--- src/source/pe_params.svh ---
`ifndef PE_PARAMS_SVH
`define PE_PARAMS_SVH

// screen geometry
`define PE_SCREEN_W   240
`define PE_LAST_ROW   227

// bus and field widths
`define PE_PAL_W      32
`define PE_REG_W      16
`define PE_COORD_W    8
`define PE_COLOR_W    15
`define PE_LAYER_W    3
`define PE_EFFECTS_W  5
`define PE_INDEX_W    8
`define PE_BG_W       20
`define PE_OBJ_W      20
`define PE_LAYER_CNT  5   // BG0 to BG3 and OBJ

// fields of an object pixel, counted from bit 0
`define PE_OBJ_OPAQUE    19
`define PE_OBJ_PRIO_LSB  17
`define PE_OBJ_SEMI      16
`define PE_OBJ_WIN       15
`define PE_OBJ_INDEX_LSB 7

`endif

--- src/source/pe_pkg.sv ---
`include "pe_params.svh"

package pe_pkg;

    // four 5-bit entries, entry i is {opaque, color index[3:0]} for BG i
    typedef logic [`PE_BG_W-1:0] bg_pixels_t;

    // {opaque, priority[1:0], semi, obj window, index[7:0], unused[6:0]}
    typedef logic [`PE_OBJ_W-1:0] obj_pixel_t;

    typedef logic [`PE_REG_W-1:0] reg16_t;
    typedef logic [`PE_COORD_W-1:0] coord_t;
    typedef logic [`PE_COLOR_W-1:0] color_t;   // RGB555
    typedef logic [`PE_LAYER_W-1:0] layer_id_t;
    typedef logic [`PE_INDEX_W-1:0] pal_index_t;
    typedef logic [`PE_PAL_W-1:0] pal_word_t;

    // {second is backdrop, front is semi OBJ, effect enable, region[1:0]}
    typedef logic [`PE_EFFECTS_W-1:0] effects_t;

    typedef enum logic [2:0] {
        CLEAR,
        EVAL,
        SEND1,
        READ1,
        SEND2,
        READ2
    } pe_state_t;

    localparam layer_id_t LAYER_OBJ      = 3'd4;
    localparam layer_id_t LAYER_BACKDROP = 3'd5;

    localparam logic [1:0] REGION_WIN0    = 2'd0;
    localparam logic [1:0] REGION_WIN1    = 2'd1;
    localparam logic [1:0] REGION_OBJWIN  = 2'd2;
    localparam logic [1:0] REGION_OUTSIDE = 2'd3;

endpackage

--- src/source/pe_ctrl_if.sv ---
`timescale 1ns/1ps

interface pe_ctrl_if import pe_pkg::*; ();

    logic   clear;
    logic   eval;
    logic   send_address_1;
    logic   read_data_1;
    logic   send_address_2;
    logic   read_data_2;
    coord_t col;   // column of the pixel being worked on

    modport seq (
        output clear, eval, send_address_1, read_data_1,
        output send_address_2, read_data_2, col
    );

    modport dp (
        input clear, eval, send_address_1, read_data_1,
        input send_address_2, read_data_2, col
    );

endinterface

--- src/source/layer_sort.sv ---
`timescale 1ns/1ps
`include "pe_params.svh"

module layer_sort import pe_pkg::*; (
    input  bg_pixels_t               bg,
    input  obj_pixel_t               obj,
    input  logic [`PE_LAYER_CNT-1:0] layer_en,
    output layer_id_t                first_id,
    output layer_id_t                second_id,
    output pal_index_t               first_index,
    output pal_index_t               second_index
);

    // sort key is {priority, 1 for BG} so OBJ wins a tie, top bit marks an empty slot
    logic [`PE_LAYER_CNT-1:0] cand;
    logic [3:0]               key [`PE_LAYER_CNT];
    pal_index_t               idx [`PE_LAYER_CNT];

    always_comb begin
        for (int i = 0; i < `PE_LAYER_CNT - 1; i++) begin
            cand[i] = bg[5*i+4] & layer_en[i];
            key[i]  = {1'b0, 2'(i), 1'b1};
            idx[i]  = {4'(i), bg[5*i +: 4]};   // 16 entries per BG
        end
        cand[`PE_LAYER_CNT-1] = obj[`PE_OBJ_OPAQUE] & layer_en[`PE_LAYER_CNT-1];
        key[`PE_LAYER_CNT-1]  = {1'b0, obj[`PE_OBJ_PRIO_LSB +: 2], 1'b0};
        idx[`PE_LAYER_CNT-1]  = obj[`PE_OBJ_INDEX_LSB +: `PE_INDEX_W];
    end

    // insertion into a two-deep list, the backdrop holds any slot left empty
    always_comb begin
        logic [3:0] best_key;
        logic [3:0] next_key;

        best_key     = 4'b1000;
        next_key     = 4'b1000;
        first_id     = LAYER_BACKDROP;
        second_id    = LAYER_BACKDROP;
        first_index  = '0;
        second_index = '0;
        for (int k = 0; k < `PE_LAYER_CNT; k++) begin
            if (cand[k]) begin
                if (key[k] < best_key) begin
                    next_key     = best_key;
                    second_id    = first_id;
                    second_index = first_index;
                    best_key     = key[k];
                    first_id     = layer_id_t'(k);
                    first_index  = idx[k];
                end else if (key[k] < next_key) begin
                    next_key     = key[k];
                    second_id    = layer_id_t'(k);
                    second_index = idx[k];
                end
            end
        end
    end

endmodule

--- src/source/pe_fsm.sv ---
`timescale 1ns/1ps
`include "pe_params.svh"

module pe_fsm import pe_pkg::*; (
    input  logic   clock,
    input  logic   arst_n,
    pe_ctrl_if.seq ctrl
);

    pe_state_t state;
    pe_state_t state_next;
    coord_t    col;
    logic      last_col;

    assign last_col = (col == coord_t'(`PE_SCREEN_W - 1));

    always_comb begin
        case (state)
            CLEAR:   state_next = EVAL;
            EVAL:    state_next = SEND1;
            SEND1:   state_next = READ1;
            READ1:   state_next = SEND2;
            SEND2:   state_next = READ2;
            READ2:   state_next = last_col ? CLEAR : EVAL;   // one CLEAR cycle per line
            default: state_next = CLEAR;
        endcase
    end

    always_ff @(posedge clock or negedge arst_n) begin
        if (!arst_n) begin
            state <= CLEAR;
        end else begin
            state <= state_next;
        end
    end

    // the column moves on once the second color of a pixel is read
    always_ff @(posedge clock or negedge arst_n) begin
        if (!arst_n) begin
            col <= '0;
        end else if (state == CLEAR) begin
            col <= '0;
        end else if (state == READ2) begin
            col <= last_col ? '0 : col + 1'b1;
        end
    end

    assign ctrl.clear          = (state == CLEAR);
    assign ctrl.eval           = (state == EVAL);
    assign ctrl.send_address_1 = (state == SEND1);
    assign ctrl.read_data_1    = (state == READ1);
    assign ctrl.send_address_2 = (state == SEND2);
    assign ctrl.read_data_2    = (state == READ2);
    assign ctrl.col            = col;

endmodule

--- src/source/pe_top.sv ---
`timescale 1ns/1ps
`include "pe_params.svh"

module pe_top import pe_pkg::*; (
    input  logic                 clock,
    input  logic                 arst_n,
    input  bg_pixels_t           BG,
    input  obj_pixel_t           OBJ,
    input  reg16_t               dispcnt,
    input  reg16_t               winin,
    input  reg16_t               winout,
    input  reg16_t               win0H,
    input  reg16_t               win1H,
    input  reg16_t               win0V,
    input  reg16_t               win1V,
    input  coord_t               vcount,
    input  pal_word_t            gfx_palette_bg_data,
    input  pal_word_t            gfx_palette_obj_data,
    output logic [`PE_PAL_W-1:0] gfx_palette_bg_addr,
    output logic [`PE_PAL_W-1:0] gfx_palette_obj_addr,
    output color_t               pe_color0,
    output color_t               pe_color1,
    output layer_id_t            pe_layer0,
    output layer_id_t            pe_layer1,
    output effects_t             pe_effects,
    output logic                 pe_pixel_valid
);

    coord_t               pe_row;
    pal_word_t            pe_data;
    logic [`PE_PAL_W-1:0] pe_addr;
    logic                 addr_is_obj;

    pe_ctrl_if ctrl ();

    // the line being drawn is the one after vcount
    assign pe_row = (vcount == coord_t'(`PE_LAST_ROW)) ? '0 : vcount + 1'b1;

    assign pe_data              = addr_is_obj ? gfx_palette_obj_data : gfx_palette_bg_data;
    assign gfx_palette_bg_addr  = pe_addr;
    assign gfx_palette_obj_addr = pe_addr;   // same entry, only the data select differs

    pe_fsm fsm (
        .clock,
        .arst_n,
        .ctrl(ctrl.seq)
    );

    priority_eval datapath (
        .clk(clock), .arst_n,
        .ctrl(ctrl.dp),
        .BG, .OBJ,
        .dispcnt, .winin, .winout,
        .win0H, .win1H, .win0V, .win1V,
        .row(pe_row),
        .data(pe_data),
        .address(pe_addr),
        .addr_is_obj,
        .color0(pe_color0), .color1(pe_color1),
        .layer0(pe_layer0), .layer1(pe_layer1),
        .effects(pe_effects),
        .pixel_valid(pe_pixel_valid)
    );

endmodule

--- src/source/priority_eval.sv ---
`timescale 1ns/1ps
`include "pe_params.svh"

module priority_eval import pe_pkg::*; (
    input  logic                 clk,
    input  logic                 arst_n,
    pe_ctrl_if.dp                ctrl,
    input  bg_pixels_t           BG,
    input  obj_pixel_t           OBJ,
    input  reg16_t               dispcnt,
    input  reg16_t               winin,
    input  reg16_t               winout,
    input  reg16_t               win0H,
    input  reg16_t               win1H,
    input  reg16_t               win0V,
    input  reg16_t               win1V,
    input  coord_t               row,
    input  pal_word_t            data,
    output logic [`PE_PAL_W-1:0] address,
    output logic                 addr_is_obj,
    output color_t               color0,
    output color_t               color1,
    output layer_id_t            layer0,
    output layer_id_t            layer1,
    output effects_t             effects,
    output logic                 pixel_valid
);

    logic [`PE_LAYER_CNT-1:0] layer_en;
    logic [1:0]               region;
    logic                     effect_en;
    layer_id_t                first_id;
    layer_id_t                second_id;
    pal_index_t               first_index;
    pal_index_t               second_index;

    layer_id_t  id0_q;
    layer_id_t  id1_q;
    pal_index_t index0_q;
    pal_index_t index1_q;
    effects_t   effects_q;
    color_t     color0_q;

    window_select u_window (
        .col(ctrl.col), .row, .dispcnt, .winin, .winout,
        .win0H, .win1H, .win0V, .win1V,
        .obj_win(OBJ[`PE_OBJ_WIN]),
        .layer_en, .region, .effect_en
    );

    layer_sort u_sort (
        .bg(BG), .obj(OBJ), .layer_en,
        .first_id, .second_id, .first_index, .second_index
    );

    always_ff @(posedge clk) begin
        if (ctrl.eval) begin
            id0_q     <= first_id;
            id1_q     <= second_id;
            index0_q  <= first_index;
            index1_q  <= second_index;
            effects_q <= {second_id == LAYER_BACKDROP,
                          (first_id == LAYER_OBJ) && OBJ[`PE_OBJ_SEMI],
                          effect_en, region};
        end
        if (ctrl.read_data_1) begin
            color0_q <= data[`PE_COLOR_W-1:0];
        end
    end

    // one shared palette port, the front entry goes out first
    always_ff @(posedge clk or negedge arst_n) begin
        if (!arst_n) begin
            address     <= '0;
            addr_is_obj <= 1'b0;
        end else if (ctrl.clear) begin
            address     <= '0;
            addr_is_obj <= 1'b0;
        end else if (ctrl.send_address_1) begin
            address     <= pal_word_t'(index0_q);
            addr_is_obj <= (id0_q == LAYER_OBJ);   // backdrop reads BG entry 0
        end else if (ctrl.send_address_2) begin
            address     <= pal_word_t'(index1_q);
            addr_is_obj <= (id1_q == LAYER_OBJ);
        end
    end

    always_ff @(posedge clk) begin
        if (ctrl.read_data_2) begin
            color0  <= color0_q;
            color1  <= data[`PE_COLOR_W-1:0];
            layer0  <= id0_q;
            layer1  <= id1_q;
            effects <= effects_q;
        end
    end

    always_ff @(posedge clk or negedge arst_n) begin
        if (!arst_n) begin
            pixel_valid <= 1'b0;
        end else begin
            pixel_valid <= ctrl.read_data_2;
        end
    end

endmodule

--- src/source/window_select.sv ---
`timescale 1ns/1ps
`include "pe_params.svh"

module window_select import pe_pkg::*; (
    input  coord_t                   col,
    input  coord_t                   row,
    input  reg16_t                   dispcnt,
    input  reg16_t                   winin,
    input  reg16_t                   winout,
    input  reg16_t                   win0H,
    input  reg16_t                   win1H,
    input  reg16_t                   win0V,
    input  reg16_t                   win1V,
    input  logic                     obj_win,
    output logic [`PE_LAYER_CNT-1:0] layer_en,
    output logic [1:0]               region,
    output logic                     effect_en
);

    logic [`PE_LAYER_CNT-1:0] disp_en;
    logic [`PE_LAYER_CNT:0]   mask;   // layer enables with the effect enable on top
    logic                     in_win0;
    logic                     in_win1;

    // high byte is the left or top edge, low byte the right or bottom edge (exclusive)
    function automatic logic in_window(coord_t c, coord_t r, reg16_t h, reg16_t v);
        return (c >= h[15:8]) && (c < h[7:0]) && (r >= v[15:8]) && (r < v[7:0]);
    endfunction

    assign disp_en = dispcnt[12:8];
    assign in_win0 = in_window(col, row, win0H, win0V);
    assign in_win1 = in_window(col, row, win1H, win1V);

    always_comb begin
        region = REGION_OUTSIDE;
        mask   = winout[5:0];
        if (dispcnt[15:13] == 3'b000) begin
            mask = '1;   // windowing off so everything enabled shows
        end else if (dispcnt[13] && in_win0) begin
            region = REGION_WIN0;
            mask   = winin[5:0];
        end else if (dispcnt[14] && in_win1) begin
            region = REGION_WIN1;
            mask   = winin[13:8];
        end else if (dispcnt[15] && obj_win) begin
            region = REGION_OBJWIN;
            mask   = winout[13:8];
        end
    end

    assign layer_en  = mask[`PE_LAYER_CNT-1:0] & disp_en;
    assign effect_en = mask[`PE_LAYER_CNT];

endmodule

--- config.mk ---
export PLATFORM = sky130hd
export DESIGN_NAME = pe_top
export DESIGN_NICKNAME = d
export VERILOG_FILES = /design/src/source/pe_pkg.sv /design/src/source/pe_ctrl_if.sv /design/src/source/layer_sort.sv /design/src/source/pe_fsm.sv /design/src/source/pe_top.sv /design/src/source/priority_eval.sv /design/src/source/window_select.sv
export VERILOG_INCLUDE_DIRS = /design/src /design/src/source
export SDC_FILE = /design/constraint.sdc
export NUM_CORES = 1
export LEC_CHECK = 0
export BUFFER_PORTS_ARGS = -buffer_cell sky130_fd_sc_hd__buf_4
export CORE_MARGIN = 3
export CORE_UTILIZATION = 45
export CTS_BUF_LIST = sky130_fd_sc_hd__clkbuf_8
export DETAILED_ROUTE_END_ITERATION = 16
export GPL_ROUTABILITY_DRIVEN = 1
export PLACE_DENSITY = 0.8
export SETUP_SLACK_MARGIN = 0.15
export SYNTH_ARGS = -nofsm -noshare
export SYNTH_HDL_FRONTEND = slang
export SYNTH_SLANG_ARGS = --single-unit
--- constraint.sdc ---
create_clock -name clock -period 7.44 [get_ports clock]
set_input_delay 1.488 -clock clock [delete_from_list [all_inputs] [get_ports clock]]
set_output_delay 1.488 -clock clock [all_outputs]
set_load 0.05 [all_outputs]
==> flow_metrics.env, run 1 <==
export IMPL_status="finished, final reports clean"
export IMPL_clk_path_buf_depth=2
export IMPL_finalHoldViolations=0
export IMPL_rsz0062_at_grt="false"
export IMPL_cts_root_buffer="clkbuf_8"
export IMPL_crit_required_ns=7.55
export IMPL_drv_cap=0
export IMPL_vias_per_cell=5.323
export IMPL_layout_cells_non_filler=1137
export IMPL_grt_use_met2=0.3394
export IMPL_gp_congestion=0.8771
export IMPL_leakage_nw=4.288
export IMPL_antenna_left=0
export IMPL_rows=45
export IMPL_synthFlopType="edfxtp_1"
export IMPL_fp_dieArea_sq_mm=0.01768
export IMPL_worstHoldPathType="flop to flop"
export IMPL_grt_ovfl_total=0
export IMPL_initial_core_util=0.4684
export IMPL_grt_pass1_vias=5747
export IMPL_grtUsageMet3=0.03270
export IMPL_tritoncts="done"
export IMPL_arrival_ns=7.14
export IMPL_combPwrFrac=0.270
export IMPL_ir_drop_mv=0.08749
export IMPL_num_antenna_cells=0
export IMPL_routed_wl_mm=18.73
export IMPL_r2r_setup_slack_ns=2.08
export IMPL_async_reset_ff_frac=0.2019
export IMPL_drv_slew=0
export IMPL_yosysTopAreaCell="edfxtp_1"
export IMPL_p_sw_w=0.0004313
export IMPL_numCtsBuffers=9
export IMPL_swShare=0.3168
export IMPL_synth_edf_count=83
export IMPL_clk_pin_slew_ns=0.09
export IMPL_post_drt_wl_per_cell_microns=16.47
export IMPL_use_met1=0.2661
export IMPL_num_vias=6052
export IMPL_firstDrtPassIters=5
export IMPL_syn_area_per_cell_sq_um=10.45
export IMPL_synth_area_leaders="edfxtp_1 34%, ha_1 10%, dfrtp_1 7.2%"
export IMPL_fin_ws_ns=0.4094
export IMPL_grt_pass1_wl_mm=28.93
export IMPL_clkPwrFrac=0.242
export IMPL_min_period_over_period=0.9450
export IMPL_synth_seq_cells=104
export IMPL_synth_seq_area_share=0.4161
export IMPL_critical_path_class="primary input to flop"
export IMPL_cp_max_fo=8
export IMPL_cts_sinks=104
export IMPL_worstSkewPairLatency_ns=0.36
export IMPL_end_kind="flop"
export IMPL_grt_max_degree=51
export IMPL_setup_viol=0
export IMPL_p_seq_frac=0.487
export IMPL_io_pins=332
export IMPL_gr_usage_all_layers=0.2012
export IMPL_fin_crit_ns=7.031
export IMPL_synth_warnings=0
export IMPL_p_int_w=0.0009299
export IMPL_antenna_found_initial=0
export IMPL_port_buffers=226
export IMPL_core_region_area_sq_mm=0.01548
export IMPL_worst_pin_slew_ns=1.031
export IMPL_syn_to_final_growth_pct=28.10
export IMPL_die_x_microns=133.0
export IMPL_drt_iter0_drc=390
export IMPL_cp_start_kind="primary input"
export IMPL_cts_htree_levels=3
export IMPL_dpl_hpwl_mm=15.25
export IMPL_slew_headroom=0.3115
export IMPL_clock_skew_ns=0.01786
export IMPL_synth_top_cell_area_share=0.3436
export IMPL_p_per_area_mw_per_mm2=146.5
export IMPL_fmax_ghz=0.1422
export IMPL_syn_inst=694
export IMPL_ys_types=87
export IMPL_placed_cells=1119
export IMPL_drc=0
export IMPL_die_h_microns=133.0
export IMPL_grt_busiest_layer="met2"
export IMPL_synth_area_sq_mm=0.007253
export IMPL_drive_above_1_share=0.3575
export IMPL_fin_nets=1206
export IMPL_place_ws_ns=-0.06214
-- routing by layer --
layer / part of all wire / up-vias
li1: - / 2937
met1: 0.41 / 2836
met2: 0.49 / 251
met3: 0.078 / 28
met4: 0.019 / 0
met5: 0 / -
-- power groups by stage --
stage	Combinational [W]	Clock, W	Sequential [W]
final	0.000368	0.000330	0.000663
after global routing	0.000398	0.000361	0.000666
after CTS	0.000364	0.000339	0.000664
after detailed placement	0.000362	0	0.000677
after global placement	0.000356	0	0.000675
after floorplan	0.000244	0	0.000684
-- state kept, by name, indices dropped and copies added, names as in the netlist --
signal                count
datapath.layer0           3
fsm.ctrl.col              8
fsm.state                 3
datapath.index0_q         8
datapath.pixel_valid      1
datapath.color0_q        15
datapath.id1_q            3
datapath.effects          5
datapath.effects_q        5
datapath.id0_q            3
datapath.address          8
datapath.color1          15
datapath.addr_is_obj      1
datapath.layer1           3
datapath.index1_q         8
datapath.color0          15
-- kinds of logic (layout without fill, tap and decap cells) --
family | after synthesis | in the layout | share of synthesized area
and+or+nand+nor | 153 | 153 | 0.1132
AOI/OAI and AO/OA | 179 | 179 | 0.1937
buffers and inverters | 155 | 340 | 0.1130
other | 1 | 48 | 0.0005170
adders and majority gates | 59 | 59 | 0.1018
muxes | 34 | 34 | 0.05089
xor gates and xnor gates | 9 | 9 | 0.01087
DFF | 104 | 104 | 0.4161
-- per-stage QoR --
stage / hold WS [ns] / utilization / total power, W / TNS [ns] / area (sq um)
global placement: 0.4011 / 0.5836 / 0.001031 / -0.03629 / 9036
CTS: 0.4276 / 0.5959 / 0.001367 / 0 / 9226
global route: 0.4354 / 0.6001 / 0.001425 / 0 / 9291
finish: 0.4257 / 0.6001 / 0.001361 / 0 / 9291
floorplan: 0.4003 / - / 0.0009279 / 0 / 7458
detailed placement: 0.4045 / 0.5836 / 0.001039 / -0.06214 / 9036
-- final timing paths --
check	startpoint	end	depth (start not counted)
worst max register to register	fsm.ctrl.col[0]$_DFFE_PN0P_	datapath.index1_q[5]$_DFFE_PP_	20
max in group asynchronous	arst_n	fsm.state[2]$_DFF_PN0_	1
worst max-delay path	vcount[3]	datapath.index1_q[5]$_DFFE_PP_	25
worst min-delay path	datapath.color0_q[11]$_DFFE_PP_	datapath.color0[11]$_DFFE_PP_	0
min in group asynchronous	arst_n	fsm.ctrl.col[1]$_DFFE_PN0P_	1
worst min register to register	datapath.color0_q[11]$_DFFE_PP_	datapath.color0[11]$_DFFE_PP_	0
-- worst max-delay path, stage by stage --
cell and delay (ns):
buf_4 0.13, or4b_1 0.59, o21ai_0 0.18, nand2_1 0.07, nand2_1 0.08, o21ai_2 0.12, ha_1 0.32, nor3b_1 0.15
a311o_1 0.37, a31oi_4 0.19, o311ai_4 0.16, or2_4 0.30, o311a_1 0.34, o31a_1 0.13, inv_2 0.08, ha_1 0.15
or3b_4 0.39, or2_2 0.31, o22ai_2 0.21, ha_2 0.31, o21a_1 0.17, nor2_2 0.17, a221oi_4 0.09, a31o_4 0.30
a221o_1 0.34
-- Yosys cell counts, types with 5 or more instances --
cell	count
nor2_1	29
a31oi_1	9
clkbuf_1	15
o211ai_1	15
nand2_1	38
a222oi_1	9
xnor2_1	6
o21ai_0	27
edfxtp_1	83
nand3_1	20
nor3_1	7
ha_1	59
a211oi_1	8
a21oi_1	24
a22o_1	8
a32oi_1	5
inv_1	74
mux2_2	19
dfrtp_1	21
mux2i_1	14
and3_1	9
nand2b_1	5
buf_4	56
and2_1	7
a21o_1	9
-- cells in the final DEF (no fill, tap or decap), drive strengths merged, types with 20 or more instances in the layout --
cell type  Yosys  layout
conb           1      48
buf           63     247
dfrtp         21      21
edfxtp        83      83
nor2          29      29
ha            59      59
mux2          20      20
inv           76      81
a21oi         26      26
o21ai         30      30
nand3         20      20
nand2         38      38
-- repair_timing --
item	CTS	global route
resized for setup	0	9
setup endpoints to repair	0	13
setup buffers	0	2
hold buffers	0	0
-- area by class of cell --
class,instances,area [sq um]
Timing Repair Buffer,247,1854
Clock inverter,7,66.31
Tap cell,211,264.0
Multi-Input combinational cell,482,3676
Fill cell,1314,6192
Sequential cell,104,3018
Inverter,77,289.0
Clock buffer,9,123.9
Power figures use the tool's default switching activity.
==> run 2: changes to the inputs <==
- CORE_UTILIZATION: 45 -> 30
- PLACE_DENSITY: 0.8 -> 0.6
- clock period: 7.44 -> 5.8 ns (I/O delays scaled with it)
==> run 2 against run 1 <==
Effect of this change: the flow now finishes with violations (setup timing); total power up 35%; die area up 48%; critical path depth decreased by 1; critical endpoint is now datapath.index1_q[0]$_DFFE_PP_.
==> flow_metrics.env, run 2 (same netlist as run 1, synthesis figures left out) <==
export IMPL_worstHoldPathType="flop to flop"
export IMPL_cts_htree_levels=3
export IMPL_power_w=0.001841
export IMPL_final_common_cell="buf_4"
export IMPL_path_cells="buf_6 > or4b_4 > nor2_1 > nor2_2 > ha_1 > a21oi_4 > nor3b_4 > a311o_1 > a31oi_2 > o311ai_4 > or2_4 > o311a_1 > o31a_1 > inv_2 > ha_4 > or3b_4 > or2_4 > o22ai_4 > ha_4 > o21a_1 > nor2_2 > a221oi_4 > a31o_4 > a221o_1"
export IMPL_syn_to_final_growth_pct=43.18
export IMPL_arrival_ns=6.35
export IMPL_numCtsBuffers=9
export IMPL_cts_root_buffer="clkbuf_8"
export IMPL_place_area_sq_mm=0.009688
export IMPL_cts_sinks=104
export IMPL_multi_input_area_sq_mm=0.003953
export IMPL_cp_max_fo=5
export IMPL_clock_skew_ns=0.01215
export IMPL_dpl_hpwl_mm=16.84
export IMPL_initial_core_util=0.3072
export IMPL_seqCellArea_sq_mm=0.003018
export IMPL_path_delay_family="compound AO/OA/AOI/OAI gates"
export IMPL_routed_wl_mm=20.96
export IMPL_die_x_microns=161.5
export IMPL_setup_viol=24
export IMPL_rows=56
export IMPL_place_ws_ns=-1.019
export IMPL_drv_slew=0
export IMPL_leakage_nw=4.758
export IMPL_grt_ovfl_total=0
export IMPL_vias_per_cell=4.730
export IMPL_post_drt_wl_per_cell_microns=15.78
export IMPL_fp_dieArea_sq_mm=0.02608
export IMPL_num_vias=6282
export IMPL_core_region_area_sq_mm=0.02361
export IMPL_cp_start_kind="primary input"
export IMPL_worstSkewPairLatency_ns=0.37
export IMPL_antenna_found_initial=0
export IMPL_end_kind="flop"
export IMPL_fmax_ghz=0.1603
export IMPL_drv_cap=0
export IMPL_p_per_area_mw_per_mm2=177.3
export IMPL_io_pins=332
export IMPL_final_cell_mix="314 x buf_4, 83 x edfxtp_1, 74 x inv_1"
export IMPL_antenna_left=0
export IMPL_cp_buffers_inverters=2
export IMPL_gp_congestion=0.8520
export IMPL_die_h_microns=161.5
export IMPL_worst_pin_slew_ns=1.002
export IMPL_violations="setup timing"
export IMPL_clk_pin_slew_ns=0.10
export IMPL_firstDrtPassIters=6
export IMPL_final_area_sq_mm=0.01039
export IMPL_drive_above_1_share=0.4430
export IMPL_max_stage_delay_ns=0.55
export IMPL_finalHoldViolations=0
export IMPL_num_antenna_cells=0
export IMPL_fin_nets=1289
export IMPL_critPathSlowestCell="or4b_4"
export IMPL_crit_required_ns=5.92
export IMPL_ir_drop_mv=0.08805
export IMPL_port_buffers=226
export IMPL_top_regs="datapath.color0 (15), datapath.color0_q (15), datapath.color1 (15)"
export IMPL_min_period_over_period=1.075
export IMPL_status="finished, violations left"
export IMPL_clk_path_buf_depth=2
export IMPL_grt_pass1_wl_mm=32.65
export IMPL_drc=0
export IMPL_postCtsHoldBufs=0
export IMPL_rsz0062_at_grt="true"
export IMPL_grt_pass1_vias=6256
export IMPL_slew_headroom=0.3323
export IMPL_fillers=2265
export IMPL_critical_path_class="primary input to flop"
export IMPL_fin_crit_ns=6.236
export IMPL_tritoncts="done"
export IMPL_fin_ws_ns=-0.4364
export IMPL_grt_max_degree=51
export IMPL_gr_usage_all_layers=0.1555
export IMPL_drt_iter0_drc=341
## run 2: repair_timing
item,4_1_cts,5_1_grt
gates resized for setup,54,16
endpoints found under the setup margin,24,24
buffers inserted,14,7
pin swaps,39,13
## run 2: final timing paths
| check | startpoint | end | slack [ns] | depth (start not counted) |
|---|---|---|---|---|
| max | vcount[2] | datapath.index1_q[0]$_DFFE_PP_ | -0.44 | 24 |
| min | datapath.color0_q[14]$_DFFE_PP_ | datapath.color0[14]$_DFFE_PP_ | 0.43 | 0 |
| max reg2reg | fsm.ctrl.col[5]$_DFFE_PN0P_ | datapath.index1_q[0]$_DFFE_PP_ | 0.67 | 18 |
| min reg2reg | datapath.color0_q[14]$_DFFE_PP_ | datapath.color0[14]$_DFFE_PP_ | 0.43 | 0 |
| max in group asynchronous | arst_n | datapath.address[0]$_DFFE_PN0P_ | 4.91 | 1 |
| min in group asynchronous | arst_n | fsm.ctrl.col[5]$_DFFE_PN0P_ | 0.66 | 1 |
## run 2: metal layers
metal,track usage,wire length (microns),share of wire
met4,0.03011,225,0.011
met1,0.2090,9446,0.45
met3,0.02693,1108,0.053
met2,0.2652,10180,0.49
met5,0,0,0
## run 2: report_power, final
part           internal (W)  total (W)  switching (W)
clock network      0.000164   0.000426       0.000262
registers          0.000832   0.000850      0.0000187
logic              0.000257   0.000565       0.000308
## run 2: layout make-up
type                            count  area share
Sequential cell                   104      0.2906
Clock inverter                      7    0.006265
Timing Repair Buffer              330      0.2443
Clock buffer                        9     0.01193
Tap cell                          319     0.03843
Multi-Input combinational cell    482      0.3806
Inverter                           77     0.02783
## run 2: stage by stage
stage	hold WS, ns	TNS [ns]	cells	utilization
6_report	0.4285	-6.896	1328	0.4398
5_1_grt	0.4372	-10.02	1328	0.4398
4_1_cts	0.4286	-4.242	1321	0.4349
3_5_place_dp	0.4045	-18.86	1291	0.4103
3_3_place_gp	0.4007	-16.34	1291	0.4103
2_1_floorplan	0.4003	-17.43	741	-
